<file path="config.mk">
export PLATFORM = sky130hd
export DESIGN_NAME = mac_attach_regs
export DESIGN_NICKNAME = d
export VERILOG_FILES = /design/src/design/mac_regs_pkg.sv /design/src/design/reg_access_if.sv /design/src/design/axil_slave.sv /design/src/design/mac_attach_regs.sv /design/src/design/reg_file.sv
export SDC_FILE = /design/constraint.sdc
export NUM_CORES = 1
export LEC_CHECK = 0
export BUFFER_PORTS_ARGS = -buffer_cell sky130_fd_sc_hd__buf_2
export CAP_MARGIN = 40
export CORE_AREA = 2 2 221 223
export DETAILED_ROUTE_END_ITERATION = 10
export DIE_AREA = 0 0 223 225
export PLACE_DENSITY = 0.41
export SETUP_SLACK_MARGIN = 0.2
export SYNTH_ARGS = -nofsm -noshare
export SYNTH_HDL_FRONTEND = slang
export SYNTH_HIERARCHICAL = 1
export SYNTH_SLANG_ARGS = --single-unit
</file>
<file path="constraint.sdc">
create_clock -name S_AXI_ACLK -period 2.54 [get_ports S_AXI_ACLK]
set_input_delay 0.508 -clock S_AXI_ACLK [delete_from_list [all_inputs] [get_ports S_AXI_ACLK]]
set_output_delay 0.508 -clock S_AXI_ACLK [all_outputs]
set_load 0.05 [all_outputs]
</file>
<file path="src/design/mac_regs_pkg.sv">
/*
 * Shared register map and constants for the MAC attachment register block.
 * Imported by the interface, the RTL modules and the testbench.
 */

package mac_regs_pkg;

    ////////////////////
    // Bus geometry
    ////////////////////

    localparam int ADDR_W = 32;
    localparam int DATA_W = 32;
    localparam int STRB_W = DATA_W / 8;

    // Incoming addresses are XORed with this
    localparam logic [ADDR_W-1:0] BASE_ADDR = 32'h0000_0000;

    ////////////////////
    // Register offsets
    ////////////////////

    localparam logic [ADDR_W-1:0] REG_ID_ADDR        = 32'h0000_0000;
    localparam logic [ADDR_W-1:0] REG_VERSION_ADDR   = 32'h0000_0004;
    localparam logic [ADDR_W-1:0] REG_RESET_ADDR     = 32'h0000_0008;
    localparam logic [ADDR_W-1:0] REG_FLIP_ADDR      = 32'h0000_000C;
    localparam logic [ADDR_W-1:0] REG_DEBUG_ADDR     = 32'h0000_0010;
    localparam logic [ADDR_W-1:0] REG_RXMACPKT_ADDR  = 32'h0000_0014;
    localparam logic [ADDR_W-1:0] REG_RXQPKT_ADDR    = 32'h0000_0018;
    localparam logic [ADDR_W-1:0] REG_RXCONVPKT_ADDR = 32'h0000_001C;
    localparam logic [ADDR_W-1:0] REG_TXMACPKT_ADDR  = 32'h0000_0020;
    localparam logic [ADDR_W-1:0] REG_TXQPKT_ADDR    = 32'h0000_0024;
    localparam logic [ADDR_W-1:0] REG_TXCONVPKT_ADDR = 32'h0000_0028;

    // Defaults and idle values
    localparam logic [DATA_W-1:0] REG_RESET_DEFAULT = '0;
    localparam logic [DATA_W-1:0] REG_FLIP_DEFAULT  = '0;
    localparam logic [DATA_W-1:0] REG_DEBUG_DEFAULT = '0;

    // Returned for the write-only reset word and any unlisted offset
    localparam logic [DATA_W-1:0] UNMAPPED_DATA = 32'hDEAD_BEEF;

    localparam logic [1:0] RESP_OKAY = 2'b00;

    ////////////////////
    // Packet counters
    ////////////////////

    localparam int NUM_COUNTERS = 6;

    typedef enum logic [2:0] {
        CNT_RX_MAC   = 3'd0,
        CNT_RX_QUEUE = 3'd1,
        CNT_RX_CONV  = 3'd2,
        CNT_TX_MAC   = 3'd3,
        CNT_TX_QUEUE = 3'd4,
        CNT_TX_CONV  = 3'd5
    } counter_e;

    // Offset of each counter, in counter_e order
    localparam logic [ADDR_W-1:0] COUNTER_ADDR [NUM_COUNTERS] = '{
        REG_RXMACPKT_ADDR,
        REG_RXQPKT_ADDR,
        REG_RXCONVPKT_ADDR,
        REG_TXMACPKT_ADDR,
        REG_TXQPKT_ADDR,
        REG_TXCONVPKT_ADDR
    };

endpackage

</file>
<file path="src/design/reg_access_if.sv">
/*
 * Decoded register accesses from the AXI4-Lite slave to the register file.
 * Strobes are single cycle; read data is the combinational mux output.
 */

`timescale 1ns/100ps

interface reg_access_if
    import mac_regs_pkg::*;
();

    // Write side
    logic              wr_en;
    logic [ADDR_W-1:0] wr_addr;
    logic [DATA_W-1:0] wr_data;
    logic [STRB_W-1:0] wr_strb;

    // Read side
    logic              rd_en;
    logic [ADDR_W-1:0] rd_addr;
    logic [DATA_W-1:0] rd_data;

    modport axil_slave (
        output wr_en, wr_addr, wr_data, wr_strb,
        output rd_en, rd_addr,
        input  rd_data
    );

    modport reg_file (
        input  wr_en, wr_addr, wr_data, wr_strb,
        input  rd_en, rd_addr,
        output rd_data
    );

endinterface

</file>
<file path="src/design/axil_slave.sv">
/*
 * AXI4-Lite slave front end. Handles the channel handshakes, latches
 * addresses and turns bus transfers into single-cycle register accesses.
 */

`timescale 1ns/100ps

module axil_slave
    import mac_regs_pkg::*;
(
    input  logic              S_AXI_ACLK,
    input  logic              S_AXI_ARESETN,

    // Write address and data channels
    input  logic [ADDR_W-1:0] S_AXI_AWADDR,
    input  logic              S_AXI_AWVALID,
    output logic              S_AXI_AWREADY,
    input  logic [DATA_W-1:0] S_AXI_WDATA,
    input  logic [STRB_W-1:0] S_AXI_WSTRB,
    input  logic              S_AXI_WVALID,
    output logic              S_AXI_WREADY,

    // Write response channel
    output logic [1:0]        S_AXI_BRESP,
    output logic              S_AXI_BVALID,
    input  logic              S_AXI_BREADY,

    // Read address and data channels
    input  logic [ADDR_W-1:0] S_AXI_ARADDR,
    input  logic              S_AXI_ARVALID,
    output logic              S_AXI_ARREADY,
    output logic [DATA_W-1:0] S_AXI_RDATA,
    output logic [1:0]        S_AXI_RRESP,
    output logic              S_AXI_RVALID,
    input  logic              S_AXI_RREADY,

    reg_access_if.axil_slave  access
);

    logic [ADDR_W-1:0] awaddr_q;
    logic [ADDR_W-1:0] araddr_q;
    logic              aw_accept;
    logic              ar_accept;

    ////////////////////
    // Write channel
    ////////////////////

    // Address and data must both be present
    assign aw_accept = ~S_AXI_AWREADY & S_AXI_AWVALID & S_AXI_WVALID;

    always_ff @(posedge S_AXI_ACLK) begin
        if (!S_AXI_ARESETN) begin
            S_AXI_AWREADY <= 1'b0;
            S_AXI_WREADY  <= 1'b0;
        end else begin
            // One-cycle ready pulse on both channels
            S_AXI_AWREADY <= aw_accept;
            S_AXI_WREADY  <= aw_accept;
        end
    end

    always_ff @(posedge S_AXI_ACLK) begin
        if (aw_accept) begin
            awaddr_q <= S_AXI_AWADDR ^ BASE_ADDR;
        end
    end

    assign access.wr_en   = S_AXI_AWREADY & S_AXI_WREADY & S_AXI_AWVALID & S_AXI_WVALID;
    assign access.wr_addr = awaddr_q;
    assign access.wr_data = S_AXI_WDATA;
    assign access.wr_strb = S_AXI_WSTRB;

    // Response holds until the master takes it
    always_ff @(posedge S_AXI_ACLK) begin
        if (!S_AXI_ARESETN) begin
            S_AXI_BVALID <= 1'b0;
            S_AXI_BRESP  <= RESP_OKAY;
        end else if (access.wr_en && !S_AXI_BVALID) begin
            S_AXI_BVALID <= 1'b1;
            S_AXI_BRESP  <= RESP_OKAY;
        end else if (S_AXI_BVALID && S_AXI_BREADY) begin
            S_AXI_BVALID <= 1'b0;
        end
    end

    ////////////////////
    // Read channel
    ////////////////////

    assign ar_accept = ~S_AXI_ARREADY & S_AXI_ARVALID;

    always_ff @(posedge S_AXI_ACLK) begin
        if (!S_AXI_ARESETN) begin
            S_AXI_ARREADY <= 1'b0;
        end else begin
            S_AXI_ARREADY <= ar_accept;
        end
    end

    always_ff @(posedge S_AXI_ACLK) begin
        if (ar_accept) begin
            araddr_q <= S_AXI_ARADDR ^ BASE_ADDR;
        end
    end

    // No new read while a previous one is still waiting on RREADY
    assign access.rd_en   = S_AXI_ARREADY & S_AXI_ARVALID & ~S_AXI_RVALID;
    assign access.rd_addr = araddr_q;

    always_ff @(posedge S_AXI_ACLK) begin
        if (!S_AXI_ARESETN) begin
            S_AXI_RVALID <= 1'b0;
            S_AXI_RRESP  <= RESP_OKAY;
        end else if (access.rd_en) begin
            S_AXI_RVALID <= 1'b1;
            S_AXI_RRESP  <= RESP_OKAY;
        end else if (S_AXI_RVALID && S_AXI_RREADY) begin
            S_AXI_RVALID <= 1'b0;
        end
    end

    // Sampled once per read, then held with RVALID
    always_ff @(posedge S_AXI_ACLK) begin
        if (access.rd_en) begin
            S_AXI_RDATA <= access.rd_data;
        end
    end

endmodule

</file>
<file path="src/design/mac_attach_regs.sv">
/*
 * Top level of the MAC attachment register block. Plain AXI4-Lite ports
 * on one side, control words and packet counters on the other.
 */

`timescale 1ns/100ps

module mac_attach_regs
    import mac_regs_pkg::*;
(
    input  logic                    S_AXI_ACLK,
    input  logic                    S_AXI_ARESETN,

    // AXI4-Lite
    input  logic [ADDR_W-1:0]       S_AXI_AWADDR,
    input  logic                    S_AXI_AWVALID,
    output logic                    S_AXI_AWREADY,
    input  logic [DATA_W-1:0]       S_AXI_WDATA,
    input  logic [STRB_W-1:0]       S_AXI_WSTRB,
    input  logic                    S_AXI_WVALID,
    output logic                    S_AXI_WREADY,
    output logic [1:0]              S_AXI_BRESP,
    output logic                    S_AXI_BVALID,
    input  logic                    S_AXI_BREADY,
    input  logic [ADDR_W-1:0]       S_AXI_ARADDR,
    input  logic                    S_AXI_ARVALID,
    output logic                    S_AXI_ARREADY,
    output logic [DATA_W-1:0]       S_AXI_RDATA,
    output logic [1:0]              S_AXI_RRESP,
    output logic                    S_AXI_RVALID,
    input  logic                    S_AXI_RREADY,

    // Register side
    input  logic [DATA_W-1:0]       id_value,
    input  logic [DATA_W-1:0]       version_value,
    input  logic [DATA_W-1:0]       flip_in,
    input  logic [DATA_W-1:0]       debug_in,
    input  logic [DATA_W-1:0]       rx_mac_count,
    input  logic [DATA_W-1:0]       rx_queue_count,
    input  logic [DATA_W-1:0]       rx_conv_count,
    input  logic [DATA_W-1:0]       tx_mac_count,
    input  logic [DATA_W-1:0]       tx_queue_count,
    input  logic [DATA_W-1:0]       tx_conv_count,
    output logic [DATA_W-1:0]       reset_pulse,
    output logic [DATA_W-1:0]       flip_out,
    output logic [DATA_W-1:0]       debug_out,
    output logic [NUM_COUNTERS-1:0] counter_clear
);

    reg_access_if u_access ();

    axil_slave u_axil_slave (
        .S_AXI_ACLK    (S_AXI_ACLK),
        .S_AXI_ARESETN (S_AXI_ARESETN),
        .S_AXI_AWADDR  (S_AXI_AWADDR),
        .S_AXI_AWVALID (S_AXI_AWVALID),
        .S_AXI_AWREADY (S_AXI_AWREADY),
        .S_AXI_WDATA   (S_AXI_WDATA),
        .S_AXI_WSTRB   (S_AXI_WSTRB),
        .S_AXI_WVALID  (S_AXI_WVALID),
        .S_AXI_WREADY  (S_AXI_WREADY),
        .S_AXI_BRESP   (S_AXI_BRESP),
        .S_AXI_BVALID  (S_AXI_BVALID),
        .S_AXI_BREADY  (S_AXI_BREADY),
        .S_AXI_ARADDR  (S_AXI_ARADDR),
        .S_AXI_ARVALID (S_AXI_ARVALID),
        .S_AXI_ARREADY (S_AXI_ARREADY),
        .S_AXI_RDATA   (S_AXI_RDATA),
        .S_AXI_RRESP   (S_AXI_RRESP),
        .S_AXI_RVALID  (S_AXI_RVALID),
        .S_AXI_RREADY  (S_AXI_RREADY),
        .access        (u_access.axil_slave)
    );

    reg_file u_reg_file (
        .S_AXI_ACLK     (S_AXI_ACLK),
        .S_AXI_ARESETN  (S_AXI_ARESETN),
        .access         (u_access.reg_file),
        .id_value       (id_value),
        .version_value  (version_value),
        .flip_in        (flip_in),
        .debug_in       (debug_in),
        .rx_mac_count   (rx_mac_count),
        .rx_queue_count (rx_queue_count),
        .rx_conv_count  (rx_conv_count),
        .tx_mac_count   (tx_mac_count),
        .tx_queue_count (tx_queue_count),
        .tx_conv_count  (tx_conv_count),
        .reset_pulse    (reset_pulse),
        .flip_out       (flip_out),
        .debug_out      (debug_out),
        .counter_clear  (counter_clear)
    );

endmodule

</file>
<file path="src/design/reg_file.sv">
/*
 * Register file behind the AXI4-Lite slave. Holds the flip and debug
 * control words and the soft-reset pulse, muxes read data and raises
 * clear-on-read pulses toward the packet counters.
 */

`timescale 1ns/100ps

module reg_file
    import mac_regs_pkg::*;
(
    input  logic                    S_AXI_ACLK,
    input  logic                    S_AXI_ARESETN,

    reg_access_if.reg_file          access,

    // Core-side words
    input  logic [DATA_W-1:0]       id_value,
    input  logic [DATA_W-1:0]       version_value,
    input  logic [DATA_W-1:0]       flip_in,
    input  logic [DATA_W-1:0]       debug_in,

    // Packet counters
    input  logic [DATA_W-1:0]       rx_mac_count,
    input  logic [DATA_W-1:0]       rx_queue_count,
    input  logic [DATA_W-1:0]       rx_conv_count,
    input  logic [DATA_W-1:0]       tx_mac_count,
    input  logic [DATA_W-1:0]       tx_queue_count,
    input  logic [DATA_W-1:0]       tx_conv_count,

    output logic [DATA_W-1:0]       reset_pulse,
    output logic [DATA_W-1:0]       flip_out,
    output logic [DATA_W-1:0]       debug_out,
    output logic [NUM_COUNTERS-1:0] counter_clear
);

    logic [DATA_W-1:0]       count_word [NUM_COUNTERS];
    logic [NUM_COUNTERS-1:0] counter_hit;

    // Replace only the bytes whose strobe is set
    function automatic logic [DATA_W-1:0] merge_bytes(
        input logic [DATA_W-1:0] old_word,
        input logic [DATA_W-1:0] new_word,
        input logic [STRB_W-1:0] strb
    );
        logic [DATA_W-1:0] result;
        result = old_word;
        for (int b = 0; b < STRB_W; b++) begin
            if (strb[b]) begin
                result[b*8 +: 8] = new_word[b*8 +: 8];
            end
        end
        return result;
    endfunction

    ////////////////////
    // Write side
    ////////////////////

    always_ff @(posedge S_AXI_ACLK) begin
        if (!S_AXI_ARESETN) begin
            flip_out  <= REG_FLIP_DEFAULT;
            debug_out <= REG_DEBUG_DEFAULT;
        end else if (access.wr_en) begin
            case (access.wr_addr)
                REG_FLIP_ADDR: begin
                    flip_out <= merge_bytes(flip_out, access.wr_data, access.wr_strb);
                end
                REG_DEBUG_ADDR: begin
                    debug_out <= merge_bytes(debug_out, access.wr_data, access.wr_strb);
                end
                default: begin
                end
            endcase
        end
    end

    // Soft reset lasts one cycle, falls back to default otherwise
    always_ff @(posedge S_AXI_ACLK) begin
        if (!S_AXI_ARESETN) begin
            reset_pulse <= REG_RESET_DEFAULT;
        end else if (access.wr_en && access.wr_addr == REG_RESET_ADDR) begin
            reset_pulse <= merge_bytes(REG_RESET_DEFAULT, access.wr_data, access.wr_strb);
        end else begin
            reset_pulse <= REG_RESET_DEFAULT;
        end
    end

    ////////////////////
    // Read side
    ////////////////////

    assign count_word[CNT_RX_MAC]   = rx_mac_count;
    assign count_word[CNT_RX_QUEUE] = rx_queue_count;
    assign count_word[CNT_RX_CONV]  = rx_conv_count;
    assign count_word[CNT_TX_MAC]   = tx_mac_count;
    assign count_word[CNT_TX_QUEUE] = tx_queue_count;
    assign count_word[CNT_TX_CONV]  = tx_conv_count;

    // One-hot match of rd_addr against the counter offsets
    always_comb begin
        for (int i = 0; i < NUM_COUNTERS; i++) begin
            counter_hit[i] = (access.rd_addr == COUNTER_ADDR[i]);
        end
    end

    always_comb begin
        access.rd_data = UNMAPPED_DATA;
        case (access.rd_addr)
            REG_ID_ADDR:      access.rd_data = id_value;
            REG_VERSION_ADDR: access.rd_data = version_value;
            REG_FLIP_ADDR:    access.rd_data = flip_in;
            REG_DEBUG_ADDR:   access.rd_data = debug_in;
            default: begin
                for (int i = 0; i < NUM_COUNTERS; i++) begin
                    if (counter_hit[i]) begin
                        access.rd_data = count_word[i];
                    end
                end
            end
        endcase
    end

    // Clear pulse lines up with RVALID rising
    always_ff @(posedge S_AXI_ACLK) begin
        if (!S_AXI_ARESETN) begin
            counter_clear <= '0;
        end else if (access.rd_en) begin
            counter_clear <= counter_hit;
        end else begin
            counter_clear <= '0;
        end
    end

endmodule

</file>
# Yosys cells after proc, flatten, opt, wreduce, memory -nomap -nowiden
# Cells that the tools add are included.
[classes]
reduce_logical = 21
n_eq_ne = 12
bitwise_logic = 10
muxes = 11
[op_table]
columns = ["cell", "n"]
rows = [
  ["32-bit 2-to-1 mux", 6],
  ["32-bit by 5-bit == test with 1-bit output (second input constant)", 5],
  ["32-bit one-hot mux with 4 select lines", 1],
  ["32-bit by 4-bit == test with 1-bit output (second input constant)", 3],
  ["32-bit by 6-bit == test with 1-bit output (second input constant)", 3],
  ["3-bit AND reduction", 12],
  ["32-bit by 3-bit == test with 1-bit output (second input constant)", 1],
  ["32-bit logical NOT", 1],
  ["1-bit AND", 7],
  ["1-bit logical AND", 4],
  ["1-bit 2-to-1 mux", 4],
  ["2-bit nonzero test", 2],
  ["1-bit inverter", 3],
  ["2-bit AND reduction", 1],
  ["1-bit logical NOT", 1],
]
[totals]
in_bits = 427
output_inout_bits = 143
register_bits = 202
wordCells = 74

# Depth between registers and ports, before layout
[logic_depth]
depth_word = 8
depth_mapped = 10
mapped_depth_nobuf = 7

# Modules after synthesis
# Netlist, hierarchy kept.
[modules_own_cells]
columns = ["mod", "cells_each", "n_inst", "area_each_um2", "seq_area_each_um2"]
rows = [
  ["reg_file", 708, 1, 5979.5, 2042.0],
  ["axil_slave", 155, 1, 3364.5, 2962.8],
]

# Worst setup path after synthesis
# OpenSTA, ideal clock, no wires.
[synth_path]
path_kind = "reg2reg"
start = "register u_axil_slave/S_AXI_WREADY (netlist name)"
end = "register u_axil_slave.awaddr_q[0], in the netlist u_axil_slave/access.wr_addr[0], enable pin"
setup_time_ns = 0.421
arrival_time_ns = 1.955
stages_incl_launch_ff = 2
path_buffers = 0
required_time_ns = 2.119
period_less_slack_ns = 2.376
setup_slack_ns = 0.164
path_cell_list = "dfxtp_1 nor2_1"
[synth_lines]
columns = ["item", "line_no", "text"]
rows = [
  ["end signal: assignment", "axil_slave.sv:65", "awaddr_q <= S_AXI_AWADDR ^ BASE_ADDR;"],
  ["end: declaration", "axil_slave.sv:40", "logic [ADDR_W-1:0] awaddr_q;"],
]

# Final worst setup path
[layout_path]
start = "register u_axil_slave.araddr_q[15], in the netlist u_axil_slave/access.rd_addr[15]"
end = "register u_axil_slave.S_AXI_RDATA[4] (data pin)"
[layout_between]
elab_chain_cells = 8
word_cells_on_any_way = 17
classes_between = "9 x eq/ne; 7 x mux; 1 x reduce/logical"
[layout_rtl]
columns = ["item", "line_no", "text"]
rows = [
  ["start: declaration", "axil_slave.sv:41", "logic [ADDR_W-1:0] araddr_q;"],
  ["start signal: assignment", "axil_slave.sv:103", "araddr_q <= S_AXI_ARADDR ^ BASE_ADDR;"],
  ["32-bit by 5-bit == test with 1-bit output", "reg_file.sv:103", "counter_hit[i] = (access.rd_addr == COUNTER_ADDR[i]);"],
  ["32-bit 2-to-1 mux (6 in a row)", "reg_file.sv:116", "if (counter_hit[i]) begin"],
  ["32-bit one-hot mux with 4 select lines *", "reg_file.sv:109", "case (access.rd_addr)"],
  ["named net u_access.rd_data[4]", "reg_access_if.sv:21", "logic [DATA_W-1:0] rd_data;"],
  ["end signal: assignment", "axil_slave.sv:126", "S_AXI_RDATA <= access.rd_data;"],
  ["end: declaration", "axil_slave.sv:32", "output logic [DATA_W-1:0] S_AXI_RDATA,"],
]
# The timed path passes the listed nets; every way through them passes the cells marked *.
# A chain may end at the register's enable or synchronous reset.

==> results by group <==
Clock tree
  – Clk_lat worst skew: about 0.53 ns
  – CTS Hold Bufs: 0
  – H-Tree Depth: 1
  – Root buffer cell: clkbuf_16
  – CTS Buffer Depth: 3
  – CTS tree: yes
  – Inserted Clock Buffers: 25
  – TritonCTS Sinks: about 200
  – Clk slew on worst S/H paths: around 0.060 ns

Routing
  – Post-DRT Antenna Nets: 0
  – Number of remaining DRC errors: 0
  – Via count: between 9000 and 10000
  – Wire length per cell: about 23 microns
  – Post-detailed-route via-to-cell ratio: ~4.6
  – Pre-Repair DR Iteration Count: 8
  – Final WL: roughly 50000 microns
  – DR iter-0 viols: about 640

Power and ir drop
  – Leak pwr: around 6.2 nW
  – Total power: ~0.0077 W
  – VDD IR max: around 0.00043 V
  – P per Cell Area: around 530 nW/um^2

Logic synthesis
  – Count of different cell masters after synthesis: 57
  – Yosys top cell area share: 0.309
  – Post-Syn Instances: 863
  – Syn avg cell area: roughly 11 sq um
  – Sequential area share after synthesis: 0.536
  – Synth Register Bits: 202
  – Synth Flop Type: dfxtp_1
  – Largest area contributor in the netlist: edfxtp_1
  – Yosys warnings: 6
  – Synth top area cells: edfxtp_1 (31%), dfxtp_1 (23%), a222oi_1 (4.6%)
  – Ys async rst share: 0
  – Number of synthesized flops with an enable pin: 96
  – Synthesized area: slightly above 9000 sq um

Min path
  – Hold path startpoint: S_AXI_ARADDR[10]
  – WHS Path Cells: 1
  – Hold/Removal Path Class: in -> reg

Timing
  – Worst slew margin: 0.618
  – Hold Fails Final Rpt: 0
  – Total negative slack: 0 ns
  – Worst Tran Pin Value: 0.570 ns
  – Final min period: roughly 2.5 ns
  – Slew Limit Fails: 0
  – Final setup violation count: 0
  – Clock Skew: ~0.018 ns
  – Achievable Freq: ~0.40 GHz
  – Final period utilization: 0.982
  – RSZ-0062 raised after global routing: yes

Layout
  – Post-route insts no fill: roughly 2100
  – # fillers: ~5100
  – Nets: about 1900
  – Area grow syn2layout: 55.4%
  – Layout cell share with drive strength beyond 1: 0.512

Worst setup path
  – Worst Setup Start Kind: flop
  – Worst r2r path cells: 6
  – Crit-path max FO: 11
  – Crit path kind: reg -> reg
  – Crit. Startpoint: u_axil_slave/access.rd_addr[15]
  – Req. time, crit path: about 2.8 ns
  – Worst Path Arrival: ~2.7 ns
  – Crit. End Element: flop
  – Reg-to-reg startpoint: u_axil_slave/access.rd_addr[15]

Place
  – Placed cell count: just over 2000
  – Routability cong.: a little under 0.9
  – Final HPWL DP: 38600 microns
  – Port buffer count: ~570

Floorplanning
  – Die Height: ~230 microns
  – Area of the die: 50200 sq um
  – Ports: between 500 and 600
  – Core area: 47500 sq um
  – Num rows: 80
  – Initial Util: 0.197
  – Floorplan die width: about 220 microns

Outcome
  – Status: completed

Flow run
  – Number of max-cap violations: 0

GRT
  – Antenna violations before repair: 29
  – Vias in the first global route: 9728
  – Largest net degree at the start of global routing: 62
  – GR Overflow Total: 0
  – Total GRT Usage: 0.181
  – First-pass GRT wire length: ~66000 microns
[sequential cells by signal (all words and copies together), names as in the netlist]
register and flops:
u_axil_slave/S_AXI_RVALID 1, u_axil_slave/S_AXI_RDATA 32, u_axil_slave/access.rd_addr 32, u_reg_file/counter_clear 6
u_axil_slave/access.wr_addr 32, u_axil_slave/S_AXI_WREADY 1, u_axil_slave/S_AXI_ARREADY 1, u_axil_slave/S_AXI_BVALID 1
u_reg_file/debug_out 32, u_reg_file/flip_out 32, u_reg_file/reset_pulse 32
[metrics by stage]
stage | hold WS [ns] | cell area, sq um | setup WS (ns) | util
4_1_cts | 0.111 | 14200 | 0.0868 | 0.300
5_1_grt | 0.116 | 14500 | -0.0645 | 0.305
3_3_place_gp | 0.449 | 13200 | -0.211 | 0.277
2_1_floorplan | 0.607 | 9390 | 0.182 | -
3_5_place_dp | 0.458 | 13200 | -0.249 | 0.277
6_report | 0.156 | 14500 | 0.0469 | 0.305
[cell usage after synthesis (2+ instances only)]
cell / count
nand2_1: 58
o21ai_0: 59
nor4_2: 6
a21boi_0: 14
nor3_1: 5
o211ai_1: 11
o22a_1: 11
a22o_1: 9
or2_2: 2
and4_1: 4
buf_2: 23
or4_1: 2
o221ai_1: 6
and2_1: 38
buf_1: 5
a221oi_1: 9
clkbuf_1: 33
nor3_2: 2
buf_6: 2
nand4_1: 9
nand2b_1: 3
dfxtp_1: 106
a22oi_1: 8
a21o_1: 2
nor4b_2: 2
o21ai_1: 30
a21boi_1: 11
a222oi_1: 43
nand3b_1: 3
nor4_1: 12
or3_1: 4
nor4b_1: 3
buf_4: 42
a221o_1: 14
mux2i_1: 42
o22ai_1: 13
nand3_1: 40
edfxtp_1: 96
nor2_1: 20
nor2b_1: 34
a21oi_1: 11
[cells in the final DEF (no fill, tap or decap), types with 14 or more instances in the layout]
cell,Yosys,routed
nand2_1,58,55
o21ai_0,59,51
dfxtp_1,106,105
nor2b_1,34,34
buf_4,42,62
a221o_1,14,14
buf_12,0,16
clkbuf_16,0,30
edfxtp_1,96,96
o21ai_1,30,35
nand3_1,40,40
buf_2,23,565
and2_1,38,38
diode_2,0,16
a222oi_1,43,43
nor2_1,20,19
mux2i_1,42,42
a21boi_1,11,18
[report_power, final]
group          total, W  leakage [nW]  switching, W  internal [W]
Combinational  0.000659          4.09      0.000338      0.000321
Clock           0.00359         0.402       0.00143       0.00216
Sequential      0.00350          1.69     0.0000307       0.00347
Total           0.00775          6.18       0.00180       0.00595
[worst max-delay path: stages (launching register included)]
cell	delay [ns]
edfxtp_1	0.43
nor4_4	0.36
nand4_4	0.21
clkbuf_16	0.22
or4_4	0.66
o221ai_1	0.22
o211ai_1	0.11
[final cells by class]
type                    count  area, sq um  area share
flip-flops and latches    202         5010       0.345
inverters                   1         3.75    0.000259
clock buffers              33          707      0.0487
repair buffers            655         3830       0.264
well taps                 615          769      0.0530
multi-input cells         560         4050       0.279
diodes                     16         40.0     0.00276
clock inverters            11          118     0.00810
[repair_timing]
item,4_1_cts,5_1_grt
pin swaps,7,8
buffers inserted,8,2
gates cloned,3,5
setup endpoints to repair,32,89
resized for setup,23,45
[cell families (layout without fill, tap and decap cells)]
logic type | Yosys count | in the layout | share of synthesized area
buffers and inverters | 106 | 700 | 0.0641
muxes | 42 | 42 | 0.0450
and+or+nand+nor | 259 | 261 | 0.160
DFF | 202 | 202 | 0.536
AOI/OAI and AO/OA | 253 | 253 | 0.195
other | 1 | 20 | 0.000401
[metal layers]
metal,up-vias,part of all wire,track usage
met5,-,0.0010,0
met4,8,0.052,0.0905
met3,121,0.089,0.0596
met2,488,0.51,0.332
met1,4583,0.35,0.183
li1,4486,-,-
[final timing paths]
kind	endpoint	slack (ns)
setup / recovery	u_axil_slave/S_AXI_RDATA[4]	0.05
hold reg to reg	u_reg_file/debug_out[26]	0.47
hold / removal	u_axil_slave/access.rd_addr[10]	0.16
setup reg to reg	u_axil_slave/S_AXI_RDATA[4]	0.05
Power figures use the tool's default switching activity.
